### config.mk
export PLATFORM = sky130hd
export DESIGN_NAME = cache_ctrl
export DESIGN_NICKNAME = d
export VERILOG_FILES = /design/src/cache_pkg.sv /design/src/cache_ctrl.sv
export SDC_FILE = /design/constraint.sdc
export NUM_CORES = 1
export LEC_CHECK = 0
export ABC_CLOCK_PERIOD_IN_PS = 7700
export BUFFER_PORTS_ARGS = -buffer_cell sky130_fd_sc_hd__clkbuf_2
export CELL_PAD_IN_SITES_DETAIL_PLACEMENT = 0
export CELL_PAD_IN_SITES_GLOBAL_PLACEMENT = 1
export CORE_AREA = 3 3 231 233
export CTS_BUF_LIST = sky130_fd_sc_hd__clkbuf_4 sky130_fd_sc_hd__clkbuf_8
export CTS_CLUSTER_SIZE = 40
export DETAILED_ROUTE_END_ITERATION = 8
export DIE_AREA = 0 0 234 236
export PLACE_DENSITY = 0.51
export SLEW_MARGIN = 5
export SYNTH_ARGS = -nofsm -noshare
export SYNTH_HDL_FRONTEND = slang
export SYNTH_SLANG_ARGS = --single-unit
export TNS_END_PERCENT = 100
### constraint.sdc
create_clock -name clk_in -period 7.7 [get_ports clk_in]
set_input_delay 0.77 -clock clk_in [delete_from_list [all_inputs] [get_ports clk_in]]
set_output_delay 0.77 -clock clk_in [all_outputs]
set_load 0.005 [all_outputs]
### src/cache_pkg.sv
package cache_pkg;

  // cache geometry
  localparam int ADDR_BITS  = 16;
  localparam int WORD_BITS  = 32;
  localparam int LINE_BYTES = 16;
  localparam int NUM_WAYS   = 4;  // tree plru wants a power of two
  localparam int NUM_SETS   = 8;

  localparam int OFFSET_BITS    = $clog2(LINE_BYTES);
  localparam int SET_BITS       = $clog2(NUM_SETS);
  localparam int TAG_BITS       = ADDR_BITS - SET_BITS - OFFSET_BITS;
  localparam int WORDS_PER_LINE = LINE_BYTES * 8 / WORD_BITS;
  localparam int WAY_BITS       = $clog2(NUM_WAYS);
  localparam int PLRU_BITS      = NUM_WAYS - 1;  // one bit per inner tree node

  typedef logic [ADDR_BITS-1:0]    addr_t;       // byte address
  typedef logic [TAG_BITS-1:0]     tag_t;
  typedef logic [SET_BITS-1:0]     set_idx_t;
  typedef logic [OFFSET_BITS-1:0]  offset_t;     // byte offset inside a line
  typedef logic [WORD_BITS-1:0]    word_t;
  typedef logic [LINE_BYTES*8-1:0] line_t;
  typedef logic [WAY_BITS-1:0]     way_idx_t;
  typedef logic [PLRU_BITS-1:0]    plru_bits_t;  // bit 0 is the root

  typedef struct packed {
    logic valid;
    logic dirty;  // line differs from the lower level
    tag_t tag;
  } tag_entry_t;

  // word request from the higher level
  typedef struct packed {
    addr_t addr;
    word_t wdata;
    logic  we;
  } hc_req_t;

  // line returned by the lower level
  typedef struct packed {
    addr_t addr;
    line_t line;
  } lc_fill_t;

  // line read (we 0) or write-back (we 1) towards the lower level
  typedef struct packed {
    addr_t addr;
    line_t line;
    logic  we;
  } lc_req_t;

  typedef enum logic [2:0] {
    IDLE,
    LOOKUP,
    MISS_REQ,
    EVICT,
    EVICT_WAIT,
    WRITE,
    RESPOND,
    FLUSH
  } ctrl_state_e;

endpackage

### src/cache_ctrl.sv
`timescale 1ns/1ps

module cache_ctrl
  import cache_pkg::*;
(
  input  logic       clk_in,
  input  logic       rst_N_in,
  input  logic       hc_valid,
  input  hc_req_t    hc_req,
  input  logic       lc_valid,
  input  lc_fill_t   lc_fill,
  input  logic       flush,
  input  logic       hit,
  input  way_idx_t   hit_way,
  input  way_idx_t   victim_way,
  input  tag_entry_t victim_entry,
  input  word_t      rd_word,
  input  line_t      rd_line,
  input  logic       hc_ready_in,
  input  logic       lc_ready_in,
  output logic       capture_en,
  output logic       tag_we,
  output way_idx_t   tag_way,
  output tag_entry_t tag_entry,
  output logic       flush_all,
  output logic       touch_en,
  output way_idx_t   touch_way,
  output logic       line_we,
  output logic       word_we,
  output way_idx_t   data_way,
  output logic       hc_ready_out,
  output logic       hc_valid_out,
  output addr_t      hc_addr_out,
  output word_t      hc_value_out,
  output logic       lc_valid_out,
  output lc_req_t    lc_req_out,
  output logic       lc_ready_out
);

  ctrl_state_e state, next_state;

  addr_t    cur_addr;      // fill address wins over the request
  tag_t     cur_tag;
  set_idx_t cur_set;
  way_idx_t use_way;       // way picked in LOOKUP
  way_idx_t way_r;         // ...and kept for the later states
  logic     evict_needed;
  logic     miss_pending;  // line asked for, fill not seen yet
  addr_t    line_addr;

  assign cur_addr  = lc_valid ? lc_fill.addr : hc_req.addr;
  assign cur_tag   = cur_addr[ADDR_BITS-1 -: TAG_BITS];
  assign cur_set   = cur_addr[OFFSET_BITS +: SET_BITS];
  assign line_addr = {hc_req.addr[ADDR_BITS-1:OFFSET_BITS], {OFFSET_BITS{1'b0}}};

  // a fill of a line that is already present lands on top of it
  assign use_way      = hit ? hit_way : victim_way;
  assign evict_needed = !hit && victim_entry.valid && victim_entry.dirty;

  always_comb begin
    next_state = state;
    case (state)
      IDLE: begin
        if (flush) begin
          next_state = FLUSH;
        end else if (lc_valid) begin  // fills go first
          next_state = LOOKUP;
        end else if (hc_valid && !miss_pending) begin
          next_state = LOOKUP;
        end
      end
      LOOKUP: begin
        if (lc_valid) begin
          next_state = evict_needed ? EVICT : WRITE;
        end else if (!hit) begin
          next_state = MISS_REQ;
        end else begin
          next_state = hc_req.we ? WRITE : RESPOND;
        end
      end
      MISS_REQ:   next_state = lc_ready_in ? IDLE : MISS_REQ;
      EVICT:      next_state = EVICT_WAIT;
      EVICT_WAIT: next_state = lc_ready_in ? WRITE : EVICT_WAIT;
      WRITE:      next_state = IDLE;
      RESPOND:    next_state = hc_ready_in ? IDLE : RESPOND;
      FLUSH:      next_state = IDLE;
      default:    next_state = IDLE;
    endcase
  end

  // inputs are resampled on every cycle that ends in IDLE
  assign capture_en = (next_state == IDLE);

  // datapath strobes, straight from the state
  assign touch_en  = (state == LOOKUP) && (lc_valid || hit);
  assign touch_way = use_way;
  assign data_way  = (state == LOOKUP) ? hit_way : way_r;  // hit word read in LOOKUP
  assign tag_we    = (state == WRITE);
  assign tag_way   = way_r;
  assign tag_entry = '{valid: 1'b1, dirty: !lc_valid, tag: cur_tag};  // fills stay clean
  assign line_we   = (state == WRITE) && lc_valid;
  assign word_we   = (state == WRITE) && !lc_valid;
  assign flush_all = (state == FLUSH);

  always_ff @(posedge clk_in) begin
    if (!rst_N_in) begin
      state         <= IDLE;
      miss_pending  <= 1'b0;
      way_r         <= '0;
      hc_ready_out  <= 1'b0;
      hc_valid_out  <= 1'b0;
      lc_valid_out  <= 1'b0;
      lc_ready_out  <= 1'b0;
      lc_req_out.we <= 1'b0;
    end else begin
      state        <= next_state;
      hc_ready_out <= 1'b0;  // both readies are single-cycle pulses
      lc_ready_out <= 1'b0;
      case (state)
        IDLE: begin
          if (flush) begin
            hc_ready_out <= 1'b1;  // flush taken
          end else if (lc_valid) begin
            lc_ready_out <= 1'b1;
            miss_pending <= 1'b0;
          end
        end
        LOOKUP: begin
          way_r <= use_way;
          if (lc_valid) begin
            if (evict_needed) begin
              // victim tag is caught now, the plru moves on at this edge
              lc_req_out.addr <= {victim_entry.tag, cur_set, {OFFSET_BITS{1'b0}}};
              lc_req_out.we   <= 1'b1;
            end
          end else if (!hit) begin
            // request left unanswered, requester keeps it up until the fill
            miss_pending    <= 1'b1;
            lc_valid_out    <= 1'b1;
            lc_req_out.addr <= line_addr;
            lc_req_out.we   <= 1'b0;
          end else begin
            hc_ready_out <= 1'b1;  // hits are accepted here
            if (!hc_req.we) begin
              hc_valid_out <= 1'b1;
              hc_addr_out  <= hc_req.addr;
              hc_value_out <= rd_word;
            end
          end
        end
        MISS_REQ: begin
          if (lc_ready_in) begin
            lc_valid_out <= 1'b0;
          end
        end
        EVICT: begin
          lc_valid_out    <= 1'b1;
          lc_req_out.line <= rd_line;  // victim line
        end
        EVICT_WAIT: begin
          if (lc_ready_in) begin
            lc_valid_out  <= 1'b0;
            lc_req_out.we <= 1'b0;
          end
        end
        RESPOND: begin
          if (hc_ready_in) begin
            hc_valid_out <= 1'b0;  // value stays put until taken
          end
        end
        default: begin
        end
      endcase
    end
  end

  // one outward transfer at a time
  assert property (@(posedge clk_in) disable iff (!rst_N_in)
    !(hc_valid_out && lc_valid_out));

  // plru only moves in a LOOKUP entered from IDLE with the inputs frozen
  assert property (@(posedge clk_in) disable iff (!rst_N_in)
    touch_en |-> $past(!capture_en) && $past(state == IDLE));

endmodule

# After elaboration in Yosys (flattened, before gate mapping)
# Cells that the tools add are included.
[word_totals]
regBits = 203
latchBits = 0
ram_bits = 0
mem_bits_ro = 0
input_bits = 376
output_inout_bits = 220
wordCells = 100
memories = 0
[classes]
addsub = 0
n_mul = 0
n_div = 0
order_cmp = 0
eq_ne = 20
shifts = 0
n_mux = 38
bitwise = 4
reduce_logical = 26
[op_table]
columns = ["op", "count"]
rows = [
  ["$mux 16", 4],
  ["$mux 3", 7],
  ["$pmux 3 s7", 1],
  ["$ne 2x2->1 const B", 9],
  ["$mux 1", 17],
  ["$reduce_and 5->1", 3],
  ["$eq 3x3->1 const B", 4],
  ["$reduce_and 4->1", 3],
  ["$mux 2", 4],
  ["$pmux 1 s2", 4],
  ["$eq 3x2->1 const B", 2],
  ["$logic_and 1x1->1", 6],
  ["$logic_not 3->1", 2],
  ["$ne 3x3->1 const B", 2],
  ["$reduce_bool 2->1", 3],
  ["$ne 2x1->1 const B", 2],
  ["$not 1->1", 4],
  ["$reduce_or 2->1", 2],
  ["$eq 3x1->1 const B", 1],
  ["$logic_not 1->1", 3],
  ["$pmux 1 s3", 1],
  ["$reduce_bool 3->1", 1],
  ["$reduce_or 3->1", 1],
  ["$reduce_and 2->1", 1],
  ["$logic_or 1x1->1", 1],
]

# Depth between registers and ports, before layout
# Gate-level depths: netlist of the first run.
[logic_depth]
depth_word = 7
ltp_mapped = 6
ltp_nobuf = 4

# Worst setup path before layout of the first run
# Ideal clock, no wire load.
[synth_path]
kind = "input-to-reg"
start = "in lc_valid"
end = "reg hc_addr_out[0] (enable)"
setup_ns = 0.590
arrival_ns = 5.982
required_ns = 7.110
setup_slack_ns = 1.128
path_stages = 2
n_path_buf = 1
path_cell_list = "buf_2 > nor4b_1"
[synth_between]
elab_chain_cells = 2
[synth_lines]
columns = ["element", "line_no", "rtl"]
rows = [
  ["start: declaration", "cache_ctrl.sv:10", "input logic lc_valid,"],
  ["$not 1->1 (no line)", "n/a", ""],
  ["$reduce_and 5->1 (no line)", "n/a", ""],
  ["end signal: assignment", "cache_ctrl.sv:146", "hc_addr_out <= hc_req.addr;"],
  ["end: declaration", "cache_ctrl.sv:33", "output addr_t hc_addr_out,"],
]
# No other way between the ends.
# A chain may end at the register's enable or synchronous reset.

# Worst setup path after layout of the first run
[layout_path]
start = "in lc_valid"
end = "out capture_en"
[layout_between]
elab_chain_cells = 4
word_cells_on_any_way = 5
classes_between = "mux: 4; reduce/logical: 1"
[layout_lines]
columns = ["element", "line_no", "rtl"]
rows = [
  ["$mux 3", "cache_ctrl.sv:66", "end else if (lc_valid) begin"],
  ["$mux 3", "cache_ctrl.sv:64", "if (flush) begin"],
  ["$pmux 3 s7 (*)", "cache_ctrl.sv:62", "case (state)"],
  ["$logic_not 3->1 (*)", "cache_ctrl.sv:92", "assign capture_en = (next_state == IDLE);"],
  ["end: declaration", "cache_ctrl.sv:21", "output logic capture_en,"],
]
# Mark *: on every way between the ends. The rest lies on a longest branch, timed or not.

==> impl.org, run 1 <==
** Yosys
- Cell taking the most area after synthesis :: edfxtp_1
- The synthesized design contains 199 register bits.
- Yosys attributes the largest share of cell area to edfxtp_1 85%, dfxtp_1 3.3%, nand2_1 3.3%, mux2_2 0.85%, a21oi_1 0.60%.
- Yosys cell types :: 37
- Share of the yosys chip area belonging to registers :: 88.4%
- The share of synthesized area in the top cell type comes to 85.0%.
- Count of mapped cells out of synthesis :: 342
- Count of flip-flops with a built-in enable after synthesis :: 188
- For this run, the number of Yosys warnings is 0.
- For this run, asynchronously set or reset flops after synthesis account for 0%.
- Combined area of all synthesized cells :: 6640 um2
- Most repeated cell in the gate-level netlist after synthesis :: edfxtp_1
- Among all flip-flop cells after synthesis, the most frequent one is edfxtp_1.
- Most frequent cells after synthesis :: 188 x edfxtp_1, 58 x nand2_1, 11 x dfxtp_1
- Synth Area per Inst :: 19.4 um2

** STA
- Relative slew slack :: 17.4%
- Count of final setup violators :: 0
- Count of endpoints failing hold in the final timing report :: 0
- For the final routed database, the setup TNS stands at 0 ps.
- The final count of pins violating max slew is 0.
- For this run, the top clock speed supported by timing is 298 MHz.
- Tmin final :: 3360 ps
- Setup repair after global routing left no endpoint under its margin.
- Largest clock skew in the final design :: 14.7 ps
- Fin crit share :: 43.6%
- Worst slew pin tran :: 1230 ps
- In the post-route analysis, the smallest setup slack over all paths is 4340 ps.

** CTS
- Buffers added to address setup during post-CTS repair amount to 0.
- In this run, CTS created clock tree buffers numbering 17.
- Post-CTS resize count :: 0
- TritonCTS built the clock tree.
- Insertion delay to the later sink of the worst-skew pair :: 560 ps
- After clock tree synthesis, the flow added hold-fix buffers numbering 0.
- The longest clock path from root to sink contains 2 buffers.
- Clock tree root driver cell :: clkbuf_8
- The clock net in this run drives a total of 199 sinks.
- Max H-tree Level :: 4
- Clock-pin slew was measured on the worst setup and hold paths at 130 ps.

** Layout
- Area of the multi-input gates :: 678 um2
- The net count of the finished layout is 1153.
- Layout area overhead :: 51.1%
- Footprint of the flip-flops and latches :: 5870 um2
- The layout has 5679 filler cells.
- For this run, the number of standard cells in the final layout without fillers is 1471.
- Fraction of layout cells with a size suffix above 1 :: 59.4%

** Worst setup path
- Combined buffer and inverter count along the critical path :: 3
- On the critical path, the stage with the largest delay is an instance of clkbuf_2.
- Delay contributed by the slowest stage of the critical path :: 590 ps
- The worst register-to-register path ends at lc_req_out[41]$_DFFE_PP_.
- The critical path in this run is classified as primary input to output pin.
- Walking the worst path, the cells encountered are clkbuf_2 -> inv_1 -> a21oi_1 -> o21ai_0 -> and4_1 -> clkbuf_2.
- Along the worst path, the maximum fanout reaches 32.
- The worst register-to-register path begins at state[0]$_SDFF_PN0_.
- Crit-path most repeated cell :: clkbuf_2
- Source of the critical timing path :: lc_valid
- For the worst setup path, the data required time is 6930 ps.
- Counting cells, the worst reg-to-reg path comes to 3.
- Worst endpoint data arrival time :: 2590 ps
- The worst setup path is captured at an output pin.
- In this design, the largest share of critical-path delay is due to buffers and inverters.
- Kind of start point of the critical path :: primary input
- The worst register-to-register path has a setup slack of 4680 ps.

** Route
- Final wirelength :: 22.8 mm
- DRC viols :: 0
- Violation count after the first detailed-route iteration :: 151
- Average routed wire per standard cell :: 15.5 um
- In this run the remaining antenna-violating nets after routing total 0.
- Per-cell via count in the routed design :: 3.15
- Summing over every cut layer, the via total after detailed routing is 4635.
- The first detailed-routing pass ran for 4 iterations.

** Placed design
- Placement Setup Slack :: 4210 ps
- The number of placed instances, taps included, is 1438.
- Buffers placed on the I/O ports in this run total 426.
- Final weighted congestion of routability-driven global placement :: 0.768
- Detailed-placement wirelength estimate :: 18.0 mm

** Floorplanning
- The floorplan step defined a die boundary enclosing 55200 um2.
- In this run the vertical extent of the chip is 236 um.
- The initial utilization of the core area, before any placement, comes to 12.9%.
- Placeable core region :: 51400 um2
- For this design the top-level I/O count stands at 596.
- After floorplanning, the core was divided into 83 placement rows.
- The floorplan step set the die width to 234 um.

** Pwr
- Highest ir drop seen on vdd :: 0.0817 mV
- Power spread over the standard cell area amounts to 215 nW/um2.
- Reported leakage power :: 0.00416 uW

** Global routing
- The first global-routing pass estimated 31.4 mm of wire.
- Entering global routing, the biggest net connects 78 pins.
- The initial antenna violation count came to 5.
- Remaining Overflow, GRT :: 0
- Via count of the first global-routing pass :: 4913
- Overall global routing resource usage :: 8.16%

** Run
- Maxcap violations :: 0

** Worst hold path
- Hold worst-path end :: lc_req_out[76]$_DFFE_PP_
- Counting instances, the worst hold path has a depth of 1.
- The worst hold path belongs to the class primary input to flop.
- HP Start :: rd_line[75]

** Outcome
- Result of the run :: finished, final reports clean
worst max path at each step:
| stage | to | slack [ps] | cells past startpoint |
|---|---|---|---|
| after floorplan | hc_addr_out[0]$_DFFE_PP_ | 1130 | 2 |
| after global placement | capture_en | 4160 | 6 |
| after detailed placement | capture_en | 4210 | 6 |
| after CTS | capture_en | 4200 | 6 |
| after global routing | capture_en | 4050 | 6 |
| final | capture_en | 4340 | 6 |
cells by family (layout without fill, tap and decap cells):
| kind of cell | after synthesis | in the layout | synth area share, % |
|---|---|---|---|
| other | 2 | 6 | 0.113 |
| and+or+nand+nor | 91 | 91 | 6.43 |
| buffers and inverters | 21 | 466 | 1.77 |
| xor gates and xnor gates | 1 | 1 | 0.132 |
| DFF | 199 | 199 | 88.4 |
| muxes | 6 | 6 | 0.999 |
| AOI/OAI and AO/OA | 22 | 22 | 2.21 |
sequential cells by signal, indices dropped and copies added (netlist names):
name	cells
lc_req_out	141
hc_value_out	32
hc_addr_out	16
state	3
tag_way	2
hc_ready_out	1
hc_valid_out	1
lc_ready_out	1
lc_valid_out	1
miss_pending	1
cell usage in the layout, fill, tap and decap left out, drive strengths merged, types with 3 or more instances in the layout:
| cell type | netlist | layout |
|---|---|---|
| nand2 | 58 | 58 |
| nand3 | 3 | 3 |
| inv | 6 | 11 |
| mux2 | 5 | 5 |
| o21ai | 6 | 6 |
| dfxtp | 11 | 11 |
| clkinv | 0 | 8 |
| and3 | 5 | 5 |
| a221oi | 4 | 4 |
| edfxtp | 188 | 188 |
| clkbuf | 3 | 443 |
| nor2 | 8 | 8 |
| a21oi | 8 | 8 |
| nand2b | 3 | 3 |
| conb | 2 | 5 |
report_power, final:
| group | total, uW | internal (uW) | switching [uW] |
|---|---|---|---|
| clock | 771 | 314 | 457 |
| sequential | 1230 | 1210 | 18.4 |
| combinational | 158 | 77.2 | 81.0 |
worst register-to-register path: stages, from the launching register on:
cell,delay (ps)
dfxtp_1,650
nor2b_1,290
and3_4,680
buf_4,910
final cells by class:
cell class	count	area share, %
multi-input cells	125	6.76
diodes	1	0.0249
flip-flops and latches	199	58.5
repair buffers	428	21.4
clock buffers	17	2.33
well taps	680	8.48
inverters	6	0.224
clock inverters	15	2.31
stage by stage:
stage          hold WS (ps)  power (uW)  cell area [um2]  util [%]
6_report                374        2160            10000      19.5
5_1_grt                 284        2270            10000      19.5
4_1_cts                 239        2230            10000      19.5
3_5_place_dp            472        1420             9560      18.6
3_3_place_gp            469        1420             9560      18.6
2_1_floorplan           449        1310             6650         -
layer usage:
layer  wire (um)  share of wire [%]  global-route usage, %  vias up
met5          56               0.25                      0        -
met2       10900                 48                   13.5      291
met3        3050                 13                   5.07       29
met4         475                2.1                   3.52        8
li1            -                  -                      -     2142
met1        8330                 37                   8.14     2165
(Power assumes the default switching activity.)
==> inputs of run 2 (changes only) <==
--- a/config.mk
+++ b/config.mk
@@ -5,7 +5,8 @@
 export SDC_FILE = /design/constraint.sdc
 export NUM_CORES = 1
 export LEC_CHECK = 0
-export ABC_CLOCK_PERIOD_IN_PS = 7700
+export ABC_AREA = 1
+export ABC_CLOCK_PERIOD_IN_PS = 2800
 export BUFFER_PORTS_ARGS = -buffer_cell sky130_fd_sc_hd__clkbuf_2
 export CELL_PAD_IN_SITES_DETAIL_PLACEMENT = 0
 export CELL_PAD_IN_SITES_GLOBAL_PLACEMENT = 1
@@ -14,7 +15,7 @@
 export CTS_CLUSTER_SIZE = 40
 export DETAILED_ROUTE_END_ITERATION = 8
 export DIE_AREA = 0 0 234 236
-export PLACE_DENSITY = 0.51
+export PLACE_DENSITY = 0.53
 export SLEW_MARGIN = 5
 export SYNTH_ARGS = -nofsm -noshare
 export SYNTH_HDL_FRONTEND = slang
==> constraint.sdc (replaced) <==
create_clock -name clk_in -period 2.8 [get_ports clk_in]
set_input_delay 0.28 -clock clk_in [delete_from_list [all_inputs] [get_ports clk_in]]
set_output_delay 0.28 -clock clk_in [all_outputs]
set_load 0.005 [all_outputs]
==> run 2 against run 1 <==
Against the previous run: cell count is 18% higher; synthesized cell count is 12% higher; non-clock buffer count is 209 higher; register-to-register slack worse by 4000 ps; highest routed layer unchanged; hold slack worse by 260 ps; setup slack worse by 3700 ps; sequential cell count stayed put; largest power group unchanged; via count is 20% higher.
==> impl.org, run 2 <==
** Outcome
- Result of the run: finished, final reports clean (unchanged).

** Route
- Violation count after the first detailed-route iteration :: 164 (was 151)
- Average routed wire per standard cell :: 16.5 um (was 15.5 um)
- The total DRC errors in the routed layout is 0 (unchanged).
- The remaining antenna violation count came to 0 (unchanged).
- Final wirelength :: 28.6 mm (was 22.8 mm)
- Per-cell via count in the routed design :: 3.23 (was 3.15)
- Count of vias placed by the detailed router :: 5582 (was 4635)
- Detailed Routing Iterations Pass 1 :: 4 (unchanged)

** Floorplanning
- I/O pins :: 596 (unchanged)
- The core region area came to 51400 um2 (unchanged).
- Die boundary width :: 234 um (unchanged)
- The area of the die is 55200 um2 (unchanged).
- Starting density of the core :: 13.1% (was 12.9%)
- The height of the die was 236 um (unchanged).
- The cell row count was 83 (unchanged).

** STA
- The final count of pins violating max slew is 0 (unchanged).
- Fin worst setup slack :: 610 ps (was 4340 ps)
- The worst path needs 2190 ps of the cycle, external delays included.
- Count of final setup violators :: 0 (unchanged)
- Fmax :: 457 MHz
- Count of endpoints failing hold in the final timing report :: 0 (unchanged)
- Summed negative setup slack over all endpoints :: 0 ps (unchanged)
- Setup repair after global routing missed its margin: no (unchanged).
- The final worst clock skew was 22.6 ps (was 14.7 ps).
- Fin crit share :: 78.2%

** Layout
- Top library cells by usage in the layout, fill and taps aside: 426 x clkbuf_2, 194 x dlygate4sd3_1, 188 x edfxtp_1 (was 426 x clkbuf_2, 188 x edfxtp_1, 58 x nand2_1).
- Final cell count without fillers :: 1729 (was 1471)
- The share of cells above drive strength 1 is 47.6% (was 59.4%).
- Top flop regs :: lc_req_out: 141 flops, hc_value_out: 32 flops, hc_addr_out: 16 flops (unchanged)
- The register bank with the most flops is lc_req_out (unchanged).
- The synthesis-to-finish area growth was 82.0% (was 51.1%).
- The number of flip-flops under the largest register name came to 141 (unchanged).
- The most common cell after layout, fill and taps aside is clkbuf_2 (unchanged).
- The end-of-flow core utilization came to 23.8% (was 19.5%).
- The net count reported at finish came to 1407 (was 1153).

** Worst hold path
- The origin of the worst min-delay path was hit_way[1] (was rd_line[75]).
- The path type of the worst min-delay path is primary input to flop (unchanged).
- Hold worst-path end :: tag_way[1]$_SDFFE_PN0N_ (was lc_req_out[76]$_DFFE_PP_)
- The hold path depth is 5 (was 1).

** Yosys
- Count of mapped cells out of synthesis :: 384 (was 342)
- Post-synth top area share :: 84.1% (was 85.0%)
- The most repeated cell in the gate-level netlist after synthesis is edfxtp_1 (unchanged).
- Cell types with the largest area share after synthesis :: edfxtp_1 84%, nand2_1 5.7%, dfxtp_1 3.3%, nor2_1 1.1%, buf_4 0.78% (was edfxtp_1 85%, dfxtp_1 3.3%, nand2_1 3.3%, mux2_2 0.85%, a21oi_1 0.60%)
- The dominant register cell in the synthesized netlist was edfxtp_1 (unchanged).
- The total of warnings raised by yosys came to 0 (unchanged).
- Synth Area per Inst :: 17.5 um2 (was 19.4 um2)
- Combined area of all synthesized cells :: 6710 um2 (was 6640 um2)
- Post-synthesis async set-or-reset flop share :: 0% (unchanged)
- Yosys cell types :: 26 (was 37)
- Most frequent cells after synthesis :: 188 x edfxtp_1, 102 x nand2_1, 20 x nor2_1 (was 188 x edfxtp_1, 58 x nand2_1, 11 x dfxtp_1)
- Cell taking the most area after synthesis :: edfxtp_1 (unchanged)
- Share of the yosys chip area belonging to registers :: 87.4% (was 88.4%)
- The number of synthesized flops with an enable pin was 188 (unchanged).
- The synthesized flop and latch total came to 199 (unchanged).

** Worst setup path
- The data required time of the worst path is 2520 ps (was 6930 ps).
- The category of the worst setup path launch point is a flop (was primary input).
- The arrival time of the worst setup path was 1910 ps (was 2590 ps).
- The most common cell type on the critical path is nor2_1 (was clkbuf_2).
- Reg-to-reg critical path startpoint :: state[1]$_SDFF_PN0_ (was state[0]$_SDFF_PN0_)
- Delay contributed by the slowest stage of the critical path :: 540 ps (was 590 ps)
- CP endpoint kind :: output pin (unchanged)
- The reg2reg setup slack was 660 ps (was 4680 ps).
- Worst setup path category :: flop to output pin (was primary input to output pin)
- The kind of cell adding the most delay to the critical path was simple AND/OR/NAND/NOR gates (was buffers and inverters).
- Critical path peak fanout :: 9 (was 32)
- CP Cell Sequence :: clkinv_2 -> nand3_4 -> nor2_1 -> nor2_1 -> nand2_1 -> nor2_2 -> clkbuf_2 (was clkbuf_2 -> inv_1 -> a21oi_1 -> o21ai_0 -> and4_1 -> clkbuf_2)
- Combined buffer and inverter count along the critical path :: 2 (was 3)
- The reg-to-reg endpoint was hc_valid_out$_SDFFE_PN0P_ (was lc_req_out[41]$_DFFE_PP_).
- Worst-path cell with the longest stage delay :: dfxtp_2 (was clkbuf_2)
- The depth of the most critical reg-to-reg path came to 7 (was 3).

** Global routing
- The first-pass GRT wire length came to 39.4 mm (was 31.4 mm).
- The number of global-route vias before repair came to 5942 (was 4913).
- The total routing resource utilization after global routing was 10.2% (was 8.16%).
- The initial antenna violation count was 9 (was 5).
- The maximum number of pins on one net before global-route repair came to 39 (was 78).
- The sum of overflow across all layers after global routing was 0 (unchanged).

** CTS
- Insertion delay to the later sink of the worst-skew pair :: 550 ps (was 560 ps)
- The deepest level of the CTS H-tree came to 4 (unchanged).
- Number of buffers added by the clock tree synthesis step :: 17 (unchanged)
- TritonCTS clock tree :: yes (unchanged)
- The post-cts gate resize count is 0 (unchanged).
- The post-CTS repair timing setup buffer count is 0 (unchanged).
- Buffer levels on the longest clock path :: 2 (unchanged)
- The buffer cell driving the clock tree root is clkbuf_8 (unchanged).
- The clock edge transition at the registers on the reported setup and hold paths came to 110 ps (was 130 ps).
- Clock Sinks :: 199 (unchanged)

** Placed design
- The worst setup slack before clock tree synthesis was 827 ps (was 4210 ps).
- The number of buffers added on ports came to 426 (unchanged).
- The final weighted congestion in routability-driven placement was 0.802 (was 0.768).
- Detailed-placement wirelength estimate :: 22.8 mm (was 18.0 mm)
- The total instance count after detailed placement came to 1498 (was 1438).

** Pwr
- Reported leakage power :: 0.00520 uW (was 0.00416 uW)
- Total Power Consumption :: 6860 uW (was 2160 uW)
- The worst vdd rail ir drop came to 0.244 mV (was 0.0817 mV).
- The power per cell area is 561 nW/um2 (was 215 nW/um2).

** Run
- Maxcap violations :: 0 (unchanged)
[run 2: changes by cell type after synthesis, moves of 3 or more]
cell | before | now
nor2_2 | 0 | 3
inv_1 | 6 | 11
nand2_1 | 58 | 102
clkbuf_1 | 3 | 0
and3_1 | 5 | 0
a221oi_1 | 3 | 0
o21ai_0 | 6 | 1
nand3_1 | 3 | 9
nor2_1 | 8 | 20
nand2b_1 | 3 | 0
mux2_2 | 5 | 0
[run 2: metrics by stage]
stage / cell area (um2) / hold slack [ps]
detailed placement: 9840 / 459
global route: 12200 / 28.5
finish: 12200 / 113
CTS: 12200 / 0.325
floorplan: 6780 / 357
global placement: 9840 / 457
[run 2: how the worst max path moves through the flow]
stage / depth (start not counted) / startpoint / end / slack, ps
after floorplan: 3 / state[0]$_SDFF_PN0_ / lc_req_out[100]$_DFFE_PP_ / -80
after global placement: 6 / lc_valid / tag_entry[7] / 810
after detailed placement: 6 / lc_valid / tag_entry[7] / 830
after CTS: 7 / state[1]$_SDFF_PN0_ / capture_en / 480
after global routing: 7 / state[1]$_SDFF_PN0_ / capture_en / 390
final: 7 / state[1]$_SDFF_PN0_ / capture_en / 610
[run 2: area by class of cell]
| class | instances | area, um2 |
|---|---|---|
| flip-flops and latches | 199 | 5870 |
| diodes | 5 | 12.5 |
| repair buffers | 637 | 4250 |
| well taps | 680 | 851 |
| clock inverters | 15 | 188 |
| multi-input cells | 161 | 748 |
| fillers | 5467 | 39200 |
| clock buffers | 17 | 234 |
| inverters | 15 | 62.6 |
[run 2: tightest hold or removal path, cell delays in order]
cell and delay [ps]:
clkbuf_2 90, nand2_1 50, nand2_1 70, nand2_1 70, a21oi_1 50
[run 2: repair_timing]
action | in CTS | in global routing
hold endpoints to repair | 196 | 0
setup endpoints to repair | 0 | 0
hold buffers | 194 | 0
[run 2: kinds of logic (layout without fill, tap and decap cells)]
kind of cell | Yosys count | in the layout | synth area share [%]
flops | 199 | 199 | 87.4
simple gates | 148 | 148 | 9.77
buf+inv | 27 | 684 | 2.14
compound gates | 8 | 8 | 0.596
other cells | 2 | 10 | 0.112
[run 2: where the power goes]
group | leakage [uW] | switching, uW | internal, uW
logic | 0.00321 | 684 | 613
registers | 0.00179 | 130 | 3460
clock network | 0.000208 | 1270 | 701
total | 0.00520 | 2080 | 4770
[run 2: metal layers]
metal / track usage [%] / up-vias / wire (um)
li1: - / 2669 / -
met1: 12.0 / 2540 / 12100
met2: 16.0 / 332 / 12700
met3: 4.64 / 33 / 3150
met4: 4.16 / 8 / 545
met5: 0 / - / 55
==> inputs of run 3 (changes only) <==
--- a/config.mk
+++ b/config.mk
@@ -6,16 +6,16 @@
 export NUM_CORES = 1
 export LEC_CHECK = 0
 export ABC_AREA = 1
-export ABC_CLOCK_PERIOD_IN_PS = 2800
+export ABC_CLOCK_PERIOD_IN_PS = 2150
 export BUFFER_PORTS_ARGS = -buffer_cell sky130_fd_sc_hd__clkbuf_2
 export CELL_PAD_IN_SITES_DETAIL_PLACEMENT = 0
 export CELL_PAD_IN_SITES_GLOBAL_PLACEMENT = 1
-export CORE_AREA = 3 3 231 233
+export CORE_AREA = 3 3 232 234
 export CTS_BUF_LIST = sky130_fd_sc_hd__clkbuf_4 sky130_fd_sc_hd__clkbuf_8
 export CTS_CLUSTER_SIZE = 40
 export DETAILED_ROUTE_END_ITERATION = 8
-export DIE_AREA = 0 0 234 236
-export PLACE_DENSITY = 0.53
+export DIE_AREA = 0 0 235 237
+export PLACE_DENSITY = 0.52
 export SLEW_MARGIN = 5
 export SYNTH_ARGS = -nofsm -noshare
 export SYNTH_HDL_FRONTEND = slang
==> constraint.sdc (replaced) <==
create_clock -name clk_in -period 2.15 [get_ports clk_in]
set_input_delay 0.215 -clock clk_in [delete_from_list [all_inputs] [get_ports clk_in]]
set_output_delay 0.215 -clock clk_in [all_outputs]
set_load 0.005 [all_outputs]
==> run 3 against run 2 <==
Against the previous run: setup slack worse by 520 ps; sequential power up 30%; register-to-register slack worse by 570 ps; largest power group unchanged.
==> impl.org, run 3 (synthesis gave the netlist of run 2 again) <==
** Layout
- The total of fill cells in the finished design was 5557 (was 5467).
- Register ranked first by flip-flop count :: lc_req_out (unchanged)
- Footprint of the flip-flops and latches :: 5880 um2 (was 5870 um2)
- Top library cells by usage in the layout, fill and taps aside :: 426 x clkbuf_2, 197 x dlygate4sd3_1, 188 x edfxtp_1 (was 426 x clkbuf_2, 194 x dlygate4sd3_1, 188 x edfxtp_1)
- The multi-input combinational cell area was 766 um2 (was 748 um2).
- Top flop regs: lc_req_out: 141 flops, hc_value_out: 32 flops, hc_addr_out: 16 flops (unchanged).
- Fraction of layout cells with a size suffix above 1 :: 47.8% (was 47.6%)
- Most common library cell in the layout ignoring fill and taps :: clkbuf_2 (unchanged)
- The post-route non-filler standard cell count came to 1740 (was 1729).
- Layout area overhead :: 82.9% (was 82.0%)
- Count of nets after finishing :: 1411 (was 1407)
- The number of flip-flops under the largest register name was 141 (unchanged).

** CTS
- The number of CTS-inserted buffers came to 17 (unchanged).
- Buffer levels on the longest clock path :: 2 (unchanged)
- CTS clk-pin slew, worst paths :: 130 ps (was 110 ps)
- The TritonCTS clock tree is yes (unchanged).
- The buffer cell driving the clock tree root was clkbuf_8 (unchanged).
- Insertion delay to the later sink of the worst-skew pair :: 550 ps (about the same)
- Clock Sinks :: 199 (unchanged)
- The deepest level of the CTS H-tree came to 4 (unchanged).

** Placed design
- The half-perimeter wire length after detailed placement is 23.2 mm (was 22.8 mm).
- The final weighted congestion in routability-driven placement came to 0.799 (was 0.802).
- Placement Setup Slack :: 300 ps (was 827 ps)
- DP Cell Count :: 1504 (was 1498)
- PortBufs :: 426 (unchanged)

** Worst setup path
- The origin of the critical flop-to-flop path is state[2]$_SDFF_PN0_ (was state[1]$_SDFF_PN0_).
- FF-to-FF End :: hc_valid_out$_SDFFE_PN0P_ (unchanged)
- The reg2reg setup slack was 90 ps (was 660 ps).
- The timing startpoint of the critical path was state[2]$_SDFF_PN0_ (was state[1]$_SDFF_PN0_).
- The arrival time of the worst setup path was 2520 ps (was 1910 ps).
- Cell count of the worst reg-to-reg path :: 8 (was 7)
- Critical path peak fanout :: 4 (was 9)
- Worst setup path endpoint :: hc_valid_out$_SDFFE_PN0P_ (was capture_en)
- Critical path required time :: 2610 ps (was 2520 ps)
- Kind of start point of the critical path :: flop (unchanged)
- The kind of capture point of the worst setup path is a flop (was output pin).
- Worst setup path category :: flop to flop (was flop to output pin)

** Route
- Antenna viol nets, final :: 0 (unchanged)
- Final wirelength :: 29.5 mm (was 28.6 mm)
- Violation count after the first detailed-route iteration :: 232 (was 164)
- The number of detailed-routing iterations run before antenna repair was 4 (unchanged).
- The overall via count from detail_route is 5616 (was 5582).
- The average detailed-routed wire length per instance is 16.9 um (was 16.5 um).
- Per-cell via count in the routed design :: 3.23 (about the same)
- DRC viols :: 0 (unchanged)

** STA
- Setup repair after global routing missed its margin: yes (was no).
- The final number of hold-violating endpoints is 0 (unchanged).
- Fin worst setup slack :: 85.9 ps (was 610 ps)
- Largest clock skew in the final design :: 23.2 ps (was 22.6 ps)
- Tmin final :: 2060 ps
- Fmax :: 484 MHz
- Tightest hold margin :: 104 ps (was 113 ps)
- After layout, the worst path uses 96.0% of the clock period.
- The final count of pins violating max slew came to 0 (unchanged).
- Count of final setup violators :: 0 (unchanged)

** Global routing
- The sum of overflow across all layers after global routing is 0 (unchanged).
- Via count of the first global-routing pass :: 6100 (was 5942)
- The initial antenna violation count was 9 (unchanged).
- Largest net degree at the start of global routing :: 59 (was 39)
- Overall global routing resource usage :: 10.8% (was 10.2%)
- The first-pass GRT wire length was 42.4 mm (was 39.4 mm).

** Floorplanning
- Placeable core region :: 52200 um2 (was 51400 um2)
- The height of the die came to 237 um (was 236 um).
- The width of the die is 235 um (was 234 um).
- The starting density of the core was 12.9% (was 13.1%).
- I/O pins :: 596 (unchanged)
- Total Die Area :: 55700 um2 (was 55200 um2)
- The cell row count was 84 (was 83).

** Pwr
- Reported leakage power :: 0.00523 uW (was 0.00520 uW)
- The power per cell area was 735 nW/um2 (was 561 nW/um2).
- The worst vdd rail ir drop is 0.272 mV (was 0.244 mV).

** Outcome
- Result of the run: finished, final reports clean (unchanged).

** Run
- The number of max-capacitance violations reported came to 0 (unchanged).

** Worst hold path
- HP Class :: primary input to flop (unchanged)
[run 3: area by class of cell]
type	count	area share, %
Antenna cell	4	0.0815
Clock buffer	17	1.91
Clock inverter	15	1.58
Inverter	15	0.509
Multi-Input combinational cell	161	6.24
Sequential cell	199	47.9
Tap cell	688	7.01
Timing Repair Buffer	641	34.8
[run 3: report_power, final]
group / switching, uW / internal (uW) / total [uW] / leakage (uW)
Sequential: 146 / 4510 / 4660 / 0.00179
Combinational: 924 / 837 / 1760 / 0.00323
Clock: 1700 / 913 / 2610 / 0.000212
[run 3: critical path: stages (launching register included)]
cell	delay, ps
dfxtp_4	390
buf_4	120
nand2_1	50
nor2_2	120
nand2_2	80
nand2_1	60
dlygate4sd3_1	540
nor2_1	40
dlygate4sd3_1	550
[run 3: how the worst min path moves through the flow]
stage / start / to / slack (ps) / cells after the start
final: hit_way[0] / tag_way[0]$_SDFFE_PN0N_ / 100 / 5
after global routing: hit_way[0] / tag_way[0]$_SDFFE_PN0N_ / 80 / 5
after CTS: hit_way[0] / tag_way[0]$_SDFFE_PN0N_ / 4 / 5
after detailed placement: rd_word[9] / hc_value_out[9]$_DFFE_PP_ / 390 / 1
after global placement: rd_word[21] / hc_value_out[21]$_DFFE_PP_ / 390 / 1
after floorplan: flush / lc_ready_out$_SDFF_PP0_ / 290 / 1
[run 3: repair_timing]
item | 4_1_cts | 5_1_grt
hold buffers | 197 | 0
hold endpoints to repair | 199 | 0
gates resized for setup | 2 | 3
buffers inserted | 1 | 3
setup endpoints to repair | 1 | 4
[run 3: metal layers]
| metal | track usage, % | share of wire, % | up-vias |
|---|---|---|---|
| li1 | - | - | 2666 |
| met1 | 12.5 | 41 | 2600 |
| met2 | 17.8 | 48 | 315 |
| met3 | 4.46 | 8.9 | 31 |
| met4 | 4.06 | 1.7 | 4 |
| met5 | 0 | 0.092 | - |
[run 3: through the flow]
step / TNS [ps] / total power [uW] / utilization [%] / instance area [um2]
5_1_grt: -59.2 / 9610 / 23.5 / 12300
3_3_place_gp: 0 / 6190 / 18.8 / 9830
2_1_floorplan: -104960 / 5490 / - / 6780
6_report: 0 / 9030 / 23.5 / 12300
3_5_place_dp: 0 / 6190 / 18.8 / 9830
4_1_cts: 0 / 9230 / 23.4 / 12200
